$ cat src/include/pad_consts.svh
`ifndef PAD_CONSTS_SVH
`define PAD_CONSTS_SVH

// the top bit of the select divider drives the select line
// select toggles every 32 cycles and a full period is 64 cycles
`define PAD_DIV_BITS 6

// number of pad ports on the bridge
`define PAD_COUNT 2

// width of the button byte that is shifted out to the host
`define PAD_BYTE_BITS 8

`endif

$ cat src/hw/pad_pkg.sv
`include "pad_consts.svh"

package pad_pkg;

  // the six raw lines of one pad as seen in one select phase, active low
  typedef logic [5:0] pad_lines_t;

  // one committed button byte, active low
  typedef logic [`PAD_BYTE_BITS-1:0] button_byte_t;

  // pad line positions
  // lines 4 and 5 carry different buttons depending on the select level
  localparam int LINE_UP    = 0;
  localparam int LINE_DOWN  = 1;
  localparam int LINE_LEFT  = 2;
  localparam int LINE_RIGHT = 3;
  localparam int LINE_BA    = 4;
  localparam int LINE_CS    = 5;

  // bit positions inside the button byte, the host sees bit 0 first
  localparam int BIT_B     = 0;
  localparam int BIT_A     = 1;
  localparam int BIT_C     = 2;
  localparam int BIT_START = 3;
  localparam int BIT_UP    = 4;
  localparam int BIT_DOWN  = 5;
  localparam int BIT_LEFT  = 6;
  localparam int BIT_RIGHT = 7;

  // no button pressed
  localparam button_byte_t BYTE_IDLE = '1;

endpackage

$ cat src/hw/pad_bridge_top.sv
`timescale 1ns/1ps
`include "pad_consts.svh"

module pad_bridge_top
(
  input  logic                                 I_clock,
  input  logic                                 I_reset,
  input  pad_pkg::pad_lines_t [`PAD_COUNT-1:0] pad_lines,
  output logic                                 select,
  input  logic [`PAD_COUNT-1:0]                load,
  input  logic [`PAD_COUNT-1:0]                rden,
  output logic [`PAD_COUNT-1:0]                data
);

  import pad_pkg::*;

  // scanner to assembler
  pad_lines_t [`PAD_COUNT-1:0]   phase_sample;
  logic                          phase_high;
  logic                          phase_strobe;

  // assembler to reader, held as levels between commits
  button_byte_t [`PAD_COUNT-1:0] committed;

  pad_scanner u_scanner
  (
    .I_clock      (I_clock),
    .I_reset      (I_reset),
    .pad_lines    (pad_lines),
    .select       (select),
    .phase_sample (phase_sample),
    .phase_high   (phase_high),
    .phase_strobe (phase_strobe)
  );

  phase_assembler u_assembler
  (
    .I_clock      (I_clock),
    .I_reset      (I_reset),
    .phase_sample (phase_sample),
    .phase_high   (phase_high),
    .phase_strobe (phase_strobe),
    .committed    (committed)
  );

  // one shift latch per host port
  serial_reader u_reader
  (
    .I_clock   (I_clock),
    .I_reset   (I_reset),
    .committed (committed),
    .load      (load),
    .rden      (rden),
    .data      (data)
  );

endmodule

$ cat src/hw/pad_scanner.sv
`timescale 1ns/1ps
`include "pad_consts.svh"

module pad_scanner
(
  input  logic                                 I_clock,
  input  logic                                 I_reset,
  input  pad_pkg::pad_lines_t [`PAD_COUNT-1:0] pad_lines,
  output logic                                 select,
  output pad_pkg::pad_lines_t [`PAD_COUNT-1:0] phase_sample,
  output logic                                 phase_high,
  output logic                                 phase_strobe
);

  logic [`PAD_DIV_BITS-1:0] divider;
  logic                     phase_end;

  // select follows the top bit of the free-running divider
  assign select = divider[`PAD_DIV_BITS-1];

  // the low bits are all ones in the last cycle of a select phase
  // by then the pad has had a whole phase to settle on the new level
  assign phase_end = &divider[`PAD_DIV_BITS-2:0];

  always_ff @(posedge I_clock)
  begin
    if (I_reset)
    begin
      divider <= '0;
    end
    else
    begin
      divider <= divider + {{(`PAD_DIV_BITS-1){1'b0}}, 1'b1};
    end
  end

  // the strobe comes one cycle after phase_end, together with the sample
  always_ff @(posedge I_clock)
  begin
    if (I_reset)
    begin
      phase_strobe <= 1'b0;
      phase_high   <= 1'b0;
    end
    else
    begin
      phase_strobe <= phase_end;
      if (phase_end)
      begin
        // tag the sample with the phase it was taken in
        phase_high <= select;
      end
    end
  end

  // both pads are sampled on the same edge
  always_ff @(posedge I_clock)
  begin
    for (int p = 0; p < `PAD_COUNT; p++)
    begin
      if (phase_end)
      begin
        phase_sample[p] <= pad_lines[p];
      end
    end
  end

endmodule

$ cat src/hw/phase_assembler.sv
`timescale 1ns/1ps
`include "pad_consts.svh"

module phase_assembler
(
  input  logic                                   I_clock,
  input  logic                                   I_reset,
  input  pad_pkg::pad_lines_t [`PAD_COUNT-1:0]   phase_sample,
  input  logic                                   phase_high,
  input  logic                                   phase_strobe,
  output pad_pkg::button_byte_t [`PAD_COUNT-1:0] committed
);

  import pad_pkg::*;

  logic                          low_strobe;
  logic                          high_strobe;
  logic [`PAD_COUNT-1:0]         low_a;
  logic [`PAD_COUNT-1:0]         low_start;
  button_byte_t [`PAD_COUNT-1:0] next_byte;

  assign low_strobe  = phase_strobe & ~phase_high;
  assign high_strobe = phase_strobe & phase_high;

  // A and Start are only visible while select is low
  // the low phase comes first in every period so these are fresh at the high strobe
  always_ff @(posedge I_clock)
  begin
    for (int p = 0; p < `PAD_COUNT; p++)
    begin
      if (low_strobe)
      begin
        low_a[p]     <= phase_sample[p][LINE_BA];
        low_start[p] <= phase_sample[p][LINE_CS];
      end
    end
  end

  // byte assembly from the high-phase sample plus the stored low-phase bits
  always_comb
  begin
    for (int p = 0; p < `PAD_COUNT; p++)
    begin
      next_byte[p][BIT_UP]    = phase_sample[p][LINE_UP];
      next_byte[p][BIT_DOWN]  = phase_sample[p][LINE_DOWN];
      next_byte[p][BIT_LEFT]  = phase_sample[p][LINE_LEFT];
      next_byte[p][BIT_RIGHT] = phase_sample[p][LINE_RIGHT];
      next_byte[p][BIT_B]     = phase_sample[p][LINE_BA];
      next_byte[p][BIT_C]     = phase_sample[p][LINE_CS];
      next_byte[p][BIT_A]     = low_a[p];
      next_byte[p][BIT_START] = low_start[p];
    end
  end

  // one commit per select period, the reader picks it up on its next load
  always_ff @(posedge I_clock)
  begin
    for (int p = 0; p < `PAD_COUNT; p++)
    begin
      if (I_reset)
      begin
        committed[p] <= BYTE_IDLE;
      end
      else if (high_strobe)
      begin
        committed[p] <= next_byte[p];
      end
    end
  end

endmodule

$ cat src/hw/serial_reader.sv
`timescale 1ns/1ps
`include "pad_consts.svh"

module serial_reader
(
  input  logic                                   I_clock,
  input  logic                                   I_reset,
  input  pad_pkg::button_byte_t [`PAD_COUNT-1:0] committed,
  input  logic [`PAD_COUNT-1:0]                  load,
  input  logic [`PAD_COUNT-1:0]                  rden,
  output logic [`PAD_COUNT-1:0]                  data
);

  import pad_pkg::*;

  logic [`PAD_COUNT-1:0]         rden_q;
  logic [`PAD_COUNT-1:0]         rden_fall;
  button_byte_t [`PAD_COUNT-1:0] shift_latch;

  // the host clocks the next bit on the falling edge of its read strobe
  assign rden_fall = rden_q & ~rden;

  always_comb
  begin
    for (int p = 0; p < `PAD_COUNT; p++)
    begin
      data[p] = shift_latch[p][0];
    end
  end

  always_ff @(posedge I_clock)
  begin
    if (I_reset)
    begin
      rden_q <= '0;
    end
    else
    begin
      rden_q <= rden;
    end
  end

  // load is a level, the latch keeps tracking committed while it is held
  // Load has priority over a shift in the same cycle.
  always_ff @(posedge I_clock)
  begin
    for (int p = 0; p < `PAD_COUNT; p++)
    begin
      if (I_reset)
      begin
        shift_latch[p] <= BYTE_IDLE;
      end
      else if (load[p])
      begin
        shift_latch[p] <= committed[p];
      end
      else if (rden_fall[p])
      begin
        // zeros come in from the top once the byte is used up
        shift_latch[p] <= {1'b0, shift_latch[p][`PAD_BYTE_BITS-1:1]};
      end
    end
  end

endmodule

$ cat config.mk
export PLATFORM = sky130hd
export DESIGN_NAME = pad_bridge_top
export DESIGN_NICKNAME = d
export VERILOG_FILES = /design/src/hw/pad_pkg.sv /design/src/hw/pad_bridge_top.sv /design/src/hw/pad_scanner.sv /design/src/hw/phase_assembler.sv /design/src/hw/serial_reader.sv
export VERILOG_INCLUDE_DIRS = /design/src /design/src/include
export SDC_FILE = /design/constraint.sdc
export NUM_CORES = 1
export LEC_CHECK = 0
export BUFFER_PORTS_ARGS = -buffer_cell sky130_fd_sc_hd__buf_2
export CORE_ASPECT_RATIO = 1.5
export CORE_MARGIN = 4
export CORE_UTILIZATION = 30
export DETAILED_ROUTE_END_ITERATION = 16
export PLACE_DENSITY = 0.46
export SLEW_MARGIN = 20
export SYNTH_ARGS = -nofsm -noshare
export SYNTH_HDL_FRONTEND = slang
export SYNTH_SLANG_ARGS = --single-unit
$ cat constraint.sdc
create_clock -name I_clock -period 1.5 [get_ports I_clock]
set_input_delay 0.075 -clock I_clock [delete_from_list [all_inputs] [get_ports I_clock]]
set_output_delay 0.075 -clock I_clock [all_outputs]
set_load 0.1 [all_outputs]
==> run_results.csv, run 1 <==
group,metric,value,unit
sta,period_share,95.1,%
clocking,clk_pin_slew,0.06,ns
critical_path,critPathLaunchType,"flop",
logic_synthesis,ys_warn_count,0,
grt,antenna_found_initial,0,
cells_and_area,regArea,1320,um2
place,place.port_buffers,20,
logic_synthesis,ys_seq_elements,58,
cells_and_area,n_fill_cell,748,
status,status,"completed",
logic_synthesis,synth_cell_types,27,
critical_path,startpoint,"u_scanner.divider[0]$_SDFF_PP0_",
pwr,p_per_area,1200,nW/um2
grt,grt_usage,10.4,%
critical_path,crit_chain,"ha_1 -> and3_1 -> ha_2 -> buf_12",
critical_path,critPathRequiredTime,1.55,ns
sta,final.min_clock_period,1.43,ns
min_path,hp-class,"in -> reg",
logic_synthesis,syn_avg_cell_area,12.1,um2
floorplan,start_util,30.9,%
critical_path,cp.buffers_inverters,1,
logic_synthesis,seq_area_frac_synth,59.1,%
floorplan,fp.coreArea,7230,um2
critical_path,cp_max_fo,10,
place,place_congestion,0.662,
detailed_routing,drt-total-wl,4010,um
floorplan,rows,38,
cells_and_area,final_nets,239,
floorplan,die_x,78.5,um
sta,slew_viol_final,0,
sta,tightestPinTransition,0.791,ns
clocking,clock_tree.buffer_depth,2,
clocking,post_cts.repair.setup_buffers,0,
place,placed_cells,294,
detailed_routing,drc,0,
grt,grt_max_degree,43,
sta,fin_setup_tns,0,ns
critical_path,reg2reg_from,"u_scanner.divider[0]$_SDFF_PP0_",
clocking,cts_tree,"done",
clocking,clock-sinks,58,
detailed_routing,drt-initial-drc-count,51,
cells_and_area,fin_cells,324,
logic_synthesis,synth_area,2240,um2
clocking,root_buffer,"clkbuf_8",
cells_and_area,finish.utilization,38.3,%
logic_synthesis,synth_fp_nets,205,
critical_path,worstPathArrival,1.47,ns
sta,setup_viol,0,
place,dpl-instance-area,2420,um2
pwr,peakVddDrop,0.578,mV
clocking,clock_latency,0.33,ns
cells_and_area,multi_input_area,827,um2
detailed_routing,via_per_inst,4.45,
sta,finClkSkew,0.00796,ns
min_path,min_from,"load[0]",
grt,grt.overflow.total,0,
critical_path,worstSetupEndpointType,"flop",
critical_path,cp_slowest_cell,"dfxtp_1",
clocking,numCtsBuffers,9,
critical_path,max_stage_delay,0.37,ns
cells_and_area,area_growth_syn_to_layout,23.8,%
cells_and_area,final_design_area_no_fill,2770,um2
sta,final_hold_viol_count,0,
floorplan,die_h,114,um
grt,grt_pass1_vias,1527,
cells_and_area,drive_above_1_share,21.9,%
sta,max-slew-margin-rel,47.3,%
sta,rsz0062_at_grt,"false",
cells_and_area,n_antenna_cell,0,
floorplan,dieArea,8930,um2
detailed_routing,wire_per_inst,12.4,um
grt,grt_pass1_wl,7090,um
detailed_routing,drt_first_pass_iters,4,
critical_path,worstSetupPathType,"reg -> reg",
floorplan,io_pins,21,
detailed_routing,antenna_left,0,
sta,whs,0.124,ns
cells_and_area,layout_commonest_cell,"dfxtp_1",
logic_synthesis,synth_cells,185,
pwr,p_leak,1.12,nW
clocking,ctsResizeCount,0,
sta,clock.fmax,701,MHz
cells_and_area,layout_common_cells,"dfxtp_1, a211o_1, buf_2",
clocking,hold_buffers,14,
critical_path,path_delay_family,"adder cells",
clocking,h-tree-depth,3,
run,drv_cap,0,
detailed_routing,num_vias,1443,
## path summary, 6_finish.rpt
path	end	slack, ns	depth (start not counted)
worst min-delay path	u_reader.shift_latch[7]$_SDFFE_PP1P_	0.12	2
worst max-delay path	u_scanner.phase_sample[11]$_DFFE_PP_	0.07	4
worst min register to register	u_assembler.low_start[1]$_DFFE_PP_	0.44	0
worst max register to register	u_scanner.phase_sample[11]$_DFFE_PP_	0.07	4
## metrics by stage
| stage | setup WS (ns) | total power [mW] |
|---|---|---|
| CTS | 0.0645 | 3.39 |
| floorplan | 0.120 | 1.79 |
| global placement | 0.116 | 1.83 |
| detailed placement | 0.0805 | 1.83 |
| finish | 0.0730 | 3.33 |
| global route | 0.00329 | 3.48 |
## worst register-to-register path, stage by stage, from the launching register on
cell and delay (ns):
dfxtp_1 0.37, ha_1 0.19, and3_1 0.17, ha_2 0.25, buf_12 0.15
## registers in the layout, indices dropped and copies added (netlist names)
signal                  count
u_scanner.divider           6
u_scanner.phase_sample     12
u_assembler.committed      16
u_reader.rden_q             2
u_scanner.phase_strobe      1
u_scanner.phase_high        1
u_assembler.low_start       2
u_reader.data               2
u_reader.shift_latch       14
u_assembler.low_a           2
## synthesized netlist by cell type, drive strengths merged
library cell	n	area [um2]
dfxtp	42	841
a211o	23	201
and3	17	106
edfxtp	16	480
mux2i	13	130
nand2b	10	80.1
buf	8	63.8
o21ai	8	40.0
clkbuf	7	26.3
nor2b	7	46.3
or3	7	43.8
a21o	6	45.0
nor2	5	18.8
nand2	4	17.5
a21oi	3	15.0
ha	2	25.0
nand3	2	10.0
a2111o	1	11.3
and3b	1	8.76
o211ai	1	7.51
xnor2	1	8.76
xor2	1	8.76
## layout make-up
| class | instances | area share [%] |
|---|---|---|
| repair buffers | 38 | 10.2 |
| clock buffers | 12 | 6.01 |
| flip-flops and latches | 58 | 47.7 |
| clock inverters | 4 | 1.67 |
| multi-input cells | 112 | 29.9 |
| well taps | 100 | 4.52 |
## cell families (layout without fill, tap and decap cells)
group                    after synthesis  count (layout)  share of synthesized area (%)
multiplexers                          13              13                           5.82
adder cells (fa/ha/maj)                2               2                           1.12
buffers and inverters                 15              54                           4.03
AND/OR/NAND/NOR                       53              53                           14.8
flip-flops                            58              58                           59.1
XOR/XNOR                               2               2                          0.784
AO/OA/AOI/OAI                         42              42                           14.3
## power breakdown
part,switching [mW],internal (mW),total [mW]
registers,0.0129,1.63,1.64
clock network,0.603,0.909,1.51
logic,0.0847,0.0870,0.172
## layer usage
| metal | vias up | wire length, um | track usage, % |
|---|---|---|---|
| met3 | 7 | 163 | 3.95 |
| met5 | - | 0 | 0 |
| met2 | 26 | 2030 | 17.0 |
| li1 | 744 | - | - |
| met1 | 666 | 1740 | 11.9 |
| met4 | 0 | 74 | 5.25 |
(Power assumes the default switching activity.)
==> run 2, diff against run 1 <==
- ABC_AREA: not set -> 1
==> run_results.csv, run 2 <==
group,metric,value,unit
logic_synthesis,synth_top_area_cell,"dfxtp_1",
grt,grt.overflow.total,0,
sta,period_share,89.6,%
critical_path,worst-path-stages,7,
floorplan,io_pins,21,
pwr,seq_power_share,50.5,%
cells_and_area,area_growth_syn_to_layout,22.5,%
logic_synthesis,ys_seq_elements,58,
clocking,clock-sinks,58,
logic_synthesis,synth_area,2280,um2
status,status,"completed",
floorplan,start_util,31.1,%
cells_and_area,regMostFlops,"u_assembler.committed",
floorplan,dieArea,9080,um2
place,placed_cells,361,
logic_synthesis,synth.top_cells.by_area,"dfxtp_1, edfxtp_1, nand2_1",
sta,worst_slack,0.155,ns
sta,finClkSkew,0.00886,ns
cells_and_area,finish.utilization,38.1,%
floorplan,rows,38,
clocking,clock_tree.buffer_depth,2,
floorplan,die_x,79.1,um
critical_path,worstRegToRegCells,7,
logic_synthesis,synth.most_common_cell,"nand2_1",
critical_path,critPathRequiredTime,1.72,ns
cells_and_area,reg.largest.list,"u_assembler.committed x16, u_reader.shift_latch x14, u_scanner.phase_sample x12",
clocking,clk_pin_slew,0.07,ns
place,post-place-ws,0.173,ns
logic_synthesis,seq_area_frac_synth,58.0,%
pwr,p_clk_share,42.3,%
pwr,peakVddDrop,0.576,mV
min_path,min_from,"load[1]",
critical_path,regToRegSetupSlack,0.16,ns
detailed_routing,drt_first_pass_iters,4,
clocking,clock_latency,0.33,ns
sta,rsz0062_at_grt,"false",
detailed_routing,wire_per_inst,10.3,um
sta,setup_viol,0,
detailed_routing,drt-total-wl,4040,um
pwr,p_leak,1.27,nW
run,drv_cap,0,
sta,clock.fmax,744,MHz
logic_synthesis,synth_common_cells,"nand2_1, dfxtp_1, nand3_1",
grt,grt_pass1_vias,1616,
cells_and_area,multi_input_area,786,um2
logic_synthesis,ys_warn_count,0,
min_path,hp-class,"in -> reg",
grt,grt_pass1_wl,7150,um
pwr,combPwrFrac,7.2,%
critical_path,reg2reg_from,"u_scanner.divider[0]$_SDFF_PP0_",
logic_synthesis,synth_top_flop_cell,"dfxtp_1",
grt,grt_max_degree,18,
logic_synthesis,synth_cell_types,20,
min_path,hold_end,"u_reader.shift_latch[15]$_SDFFE_PP1P_",
clocking,numCtsBuffers,9,
place,dpl.hpwl,2780,um
detailed_routing,drt-initial-drc-count,68,
logic_synthesis,async_reset_ff_share,0,%
grt,grt_usage,10.4,%
min_path,hold_path_depth,3,
cells_and_area,largest_reg_flops,16,
sta,fin_setup_tns,0,ns
logic_synthesis,synth_top_area_share,36.9,%
sta,max-slew-margin-rel,67.8,%
critical_path,cp_max_fo,14,
cells_and_area,layout_commonest_cell,"nand2_1",
critical_path,path_delay_family,"adder cells",
critical_path,worstSetupEndpointType,"flop",
critical_path,cp_slowest_cell,"dfxtp_1",
critical_path,critPathLaunchType,"flop",
cells_and_area,fin_cells,391,
cells_and_area,final_nets,306,
critical_path,cp.buffers_inverters,1,
cells_and_area,regArea,1320,um2
floorplan,die_h,115,um
critical_path,regToRegEndpoint,"u_scanner.phase_high$_SDFFE_PP0P_",
place,place_congestion,0.672,
floorplan,fp.coreArea,7320,um2
pwr,power.internal,2.53,mW
logic_synthesis,synth_fp_nets,267,
detailed_routing,num_vias,1584,
place,place.port_buffers,20,
pwr,switching_power,0.767,mW
logic_synthesis,synth_edf_count,16,
sta,tightestPinTransition,0.486,ns
sta,final_hold_viol_count,0,
critical_path,max_stage_delay,0.32,ns
cells_and_area,drive_above_1_share,23.0,%
detailed_routing,antenna_left,0,
sta,final.min_clock_period,1.34,ns
critical_path,crit_chain,"ha_1 -> nand2_1 -> nor2_1 -> ha_1 -> buf_12 -> o21ai_0 -> nor2_1",
cells_and_area,layout_common_cells,"nand2_1, dfxtp_1, nand3_1",
clocking,h-tree-depth,3,
logic_synthesis,syn_avg_cell_area,9.22,um2
critical_path,worstSetupPathType,"reg -> reg",
clocking,root_buffer,"clkbuf_8",
cells_and_area,n_fill_cell,788,
grt,antenna_found_initial,0,
logic_synthesis,synth_cells,247,
detailed_routing,drc,0,
cells_and_area,n_antenna_cell,0,
critical_path,worstPathArrival,1.56,ns
sta,slew_viol_final,0,
detailed_routing,via_per_inst,4.05,
pwr,p_per_area,1180,nW/um2
clocking,cts_tree,"done",
pwr,sw_frac_of_total,23.3,%
run 2: worst min-delay path, delay by kind of cell:
kind                   cells  cell delay (ns)
buffers and inverters      1             0.20
and+or+nand+nor            1             0.06
AOI/OAI and AO/OA          1             0.10
run 2: kinds of logic (layout without fill, tap and decap cells):
kind of cell | after synthesis | in the layout | share of synthesized area, %
compound gates | 9 | 9 | 1.98
fa+ha+maj | 2 | 2 | 1.10
simple gates | 153 | 153 | 31.4
flops | 58 | 58 | 58.0
buf+inv | 25 | 69 | 7.47
run 2: worst max path at each step:
stage | endpoint | startpoint
global route | u_scanner.phase_high$_SDFFE_PP0P_ | u_scanner.divider[0]$_SDFF_PP0_
finish | u_scanner.phase_high$_SDFFE_PP0P_ | u_scanner.divider[0]$_SDFF_PP0_
CTS | u_scanner.phase_high$_SDFFE_PP0P_ | u_scanner.divider[0]$_SDFF_PP0_
floorplan | u_scanner.phase_high$_SDFFE_PP0P_ | u_scanner.divider[0]$_SDFF_PP0_
detailed placement | u_scanner.phase_high$_SDFFE_PP0P_ | u_scanner.divider[0]$_SDFF_PP0_
global placement | u_scanner.phase_high$_SDFFE_PP0P_ | u_scanner.divider[0]$_SDFF_PP0_
run 2: per-layer routing:
metal	wire, um	GRT usage (%)	up-vias
met5	0	0	-
met4	68	6.19	0
met3	149	3.62	4
met2	2040	17.4	23
met1	1790	11.2	688
li1	-	-	869
run 2: stage by stage:
| step | power (mW) | cell area, um2 | hold WS [ns] |
|---|---|---|---|
| 4_1_cts | 3.36 | 2790 | 0.126 |
| 2_1_floorplan | 1.86 | 2280 | 0.174 |
| 5_1_grt | 3.46 | 2790 | 0.144 |
| 3_5_place_dp | 1.91 | 2450 | 0.253 |
| 3_3_place_gp | 1.91 | 2450 | 0.256 |
| 6_report | 3.30 | 2790 | 0.132 |
run 2: cell type report:
type,instances,share of cell area (%)
multi-input combinational,164,28.2
sequential,58,47.4
clock buffer,13,6.46
tap,100,4.48
timing repair buffer,38,10.1
clock inverter,3,0.673
inverter,15,2.74
run 2: power groups by stage:
stage	logic, mW	registers [mW]	clock network [mW]
5_1_grt	0.271	1.67	1.52
3_5_place_dp	0.214	1.70	0
6_report	0.238	1.66	1.39
4_1_cts	0.242	1.66	1.45
2_1_floorplan	0.168	1.69	0
3_3_place_gp	0.213	1.70	0
run 2: timing repair:
action                                 in CTS  in global routing
setup buffers                               0                  0
gates resized for setup                     0                  0
endpoints found under the hold margin      14                  0
hold buffers                               14                  0
==> run 3, diff against run 2 <==
- CTS_BUF_LIST: not set -> sky130_fd_sc_hd__clkbuf_8
==> run_results.csv, run 3 (synthesis gave the netlist of run 2 again) <==
group,metric,value,unit
floorplan,die_h,115,um
detailed_routing,drc,0,
critical_path,worstPathArrival,1.56,ns
grt,grt_pass1_wl,7150,um
sta,tightestPinTransition,0.486,ns
grt,grt.overflow.total,0,
cells_and_area,regMostFlops,"u_assembler.committed",
detailed_routing,via_per_inst,4.05,
detailed_routing,antenna_left,0,
critical_path,worst-path-stages,7,
clocking,clk_pin_slew,0.07,ns
cells_and_area,area_growth_syn_to_layout,22.7,%
cells_and_area,layout_commonest_cell,"nand2_1",
sta,rsz0062_at_grt,"false",
critical_path,regToRegSetupSlack,0.15,ns
sta,final.min_clock_period,1.35,ns
critical_path,worstSetupPathType,"reg -> reg",
sta,fin_setup_tns,0,ns
cells_and_area,drive_above_1_share,23.0,%
pwr,p_per_area,1200,nW/um2
detailed_routing,wire_per_inst,10.3,um
floorplan,dieArea,9080,um2
clocking,clock-sinks,58,
place,dpl.hpwl,2780,um
critical_path,cp-endpoint,"u_scanner.phase_high$_SDFFE_PP0P_",
place,place.port_buffers,20,
critical_path,cp_slowest_cell,"dfxtp_1",
sta,period_share,89.7,%
pwr,peakVddDrop,0.576,mV
place,place_congestion,0.672,
critical_path,max_stage_delay,0.32,ns
critical_path,cp.buffers_inverters,1,
cells_and_area,final_design_area_no_fill,2800,um2
detailed_routing,drt_first_pass_iters,4,
clocking,ctsResizeCount,0,
clocking,hold_buffers,14,
clocking,cts_tree,"done",
place,post-place-ws,0.173,ns
status,status,"completed",
sta,setup_viol,0,
grt,grt_usage,10.4,%
grt,grt_pass1_vias,1616,
critical_path,critPathLaunchType,"flop",
sta,final_hold_viol_count,0,
sta,slew_viol_final,0,
detailed_routing,drt-initial-drc-count,65,
critical_path,path_delay_family,"adder cells",
clocking,clock_tree.buffer_depth,2,
grt,antenna_found_initial,0,
sta,finClkSkew,0.00811,ns
floorplan,io_pins,21,
pwr,p_leak,1.28,nW
clocking,post_cts.repair.setup_buffers,0,
cells_and_area,n_antenna_cell,0,
pwr,power,3.35,mW
cells_and_area,largest_reg_flops,16,
critical_path,reg2reg_from,"u_scanner.divider[0]$_SDFF_PP0_",
critical_path,crit_chain,"ha_1 -> nand2_1 -> nor2_1 -> ha_1 -> buf_12 -> o21ai_0 -> nor2_1",
floorplan,start_util,31.1,%
cells_and_area,reg.largest.list,"u_assembler.committed x16, u_reader.shift_latch x14, u_scanner.phase_sample x12",
critical_path,worstRegToRegCells,7,
clocking,clock_latency,0.33,ns
run,drv_cap,0,
grt,grt_max_degree,18,
detailed_routing,num_vias,1582,
clocking,numCtsBuffers,9,
critical_path,regToRegEndpoint,"u_scanner.phase_high$_SDFFE_PP0P_",
cells_and_area,layout_common_cells,"nand2_1, dfxtp_1, nand3_1",
floorplan,die_x,79.1,um
floorplan,rows,38,
min_path,hold_path_depth,3,
sta,clock.fmax,743,MHz
cells_and_area,n_fill_cell,788,
critical_path,startpoint,"u_scanner.divider[0]$_SDFF_PP0_",
detailed_routing,drt-total-wl,4040,um
place,dpl-instance-area,2450,um2
sta,max-slew-margin-rel,67.8,%
critical_path,cp_max_fo,14,
floorplan,fp.coreArea,7320,um2
cells_and_area,final_nets,306,
critical_path,worstSetupEndpointType,"flop",
sta,worst_slack,0.154,ns
min_path,hp-class,"in -> reg",
clocking,root_buffer,"clkbuf_8",
critical_path,critPathRequiredTime,1.72,ns
clocking,h-tree-depth,3,
==> run 3: cell count changes in the layout (fill, tap and decap cells not counted) <==
cell       previous run  this run
bufinv_16             0         1
clkbuf_1              1         0
clkbuf_16             1         0
inv_1                10        11
==> run 3: final cells by class <==
type | count | area, um2 | share of cell area [%]
timing repair buffer | 38 | 283 | 10.1
tap | 100 | 125 | 4.48
clock inverter | 5 | 52.6 | 1.88
inverter | 15 | 76.3 | 2.73
sequential | 58 | 1320 | 47.3
multi-input combinational | 164 | 786 | 28.1
clock buffer | 11 | 151 | 5.42
==> run 3: metrics by stage <==
stage	hold slack, ns	instances	util (%)
2_1_floorplan	0.174	247	-
3_3_place_gp	0.256	361	33.5
3_5_place_dp	0.253	361	33.5
4_1_cts	0.125	391	38.2
5_1_grt	0.143	391	38.2
6_report	0.131	391	38.2
==> run 3: per-layer routing <==
| layer | share of wire (%) | vias up | global-route usage [%] |
|---|---|---|---|
| met5 | 0 | - | 0 |
| met3 | 3.5 | 6 | 3.62 |
| met4 | 2.1 | 0 | 6.19 |
| met2 | 51 | 22 | 17.4 |
| li1 | - | 869 | - |
| met1 | 44 | 685 | 11.2 |
==> run 3: worst min path at each step <==
stage	end	startpoint	slack (ns)
3_3_place_gp	u_scanner.phase_sample[6]$_DFFE_PP_	pad_lines[6]	0.26
3_5_place_dp	u_scanner.phase_sample[10]$_DFFE_PP_	pad_lines[10]	0.25
6_report	u_reader.shift_latch[15]$_SDFFE_PP1P_	load[1]	0.13
5_1_grt	u_reader.shift_latch[15]$_SDFFE_PP1P_	load[1]	0.14
2_1_floorplan	u_scanner.phase_sample[0]$_DFFE_PP_	pad_lines[0]	0.17
4_1_cts	u_reader.shift_latch[15]$_SDFFE_PP1P_	load[1]	0.13
==> run 3: power breakdown <==
group          internal (mW)  total (mW)  switching, mW
registers               1.64        1.66         0.0191
clock network          0.849        1.45          0.603
logic                 0.0945       0.238          0.143
==> run 3: worst register-to-register path: cells and delay by family (launching register included) <==
family          cells  cell delay (ns)
compound gates      1             0.16
buf+inv             1             0.16
fa+ha+maj           2             0.40
flops               1             0.32
simple gates        3             0.20
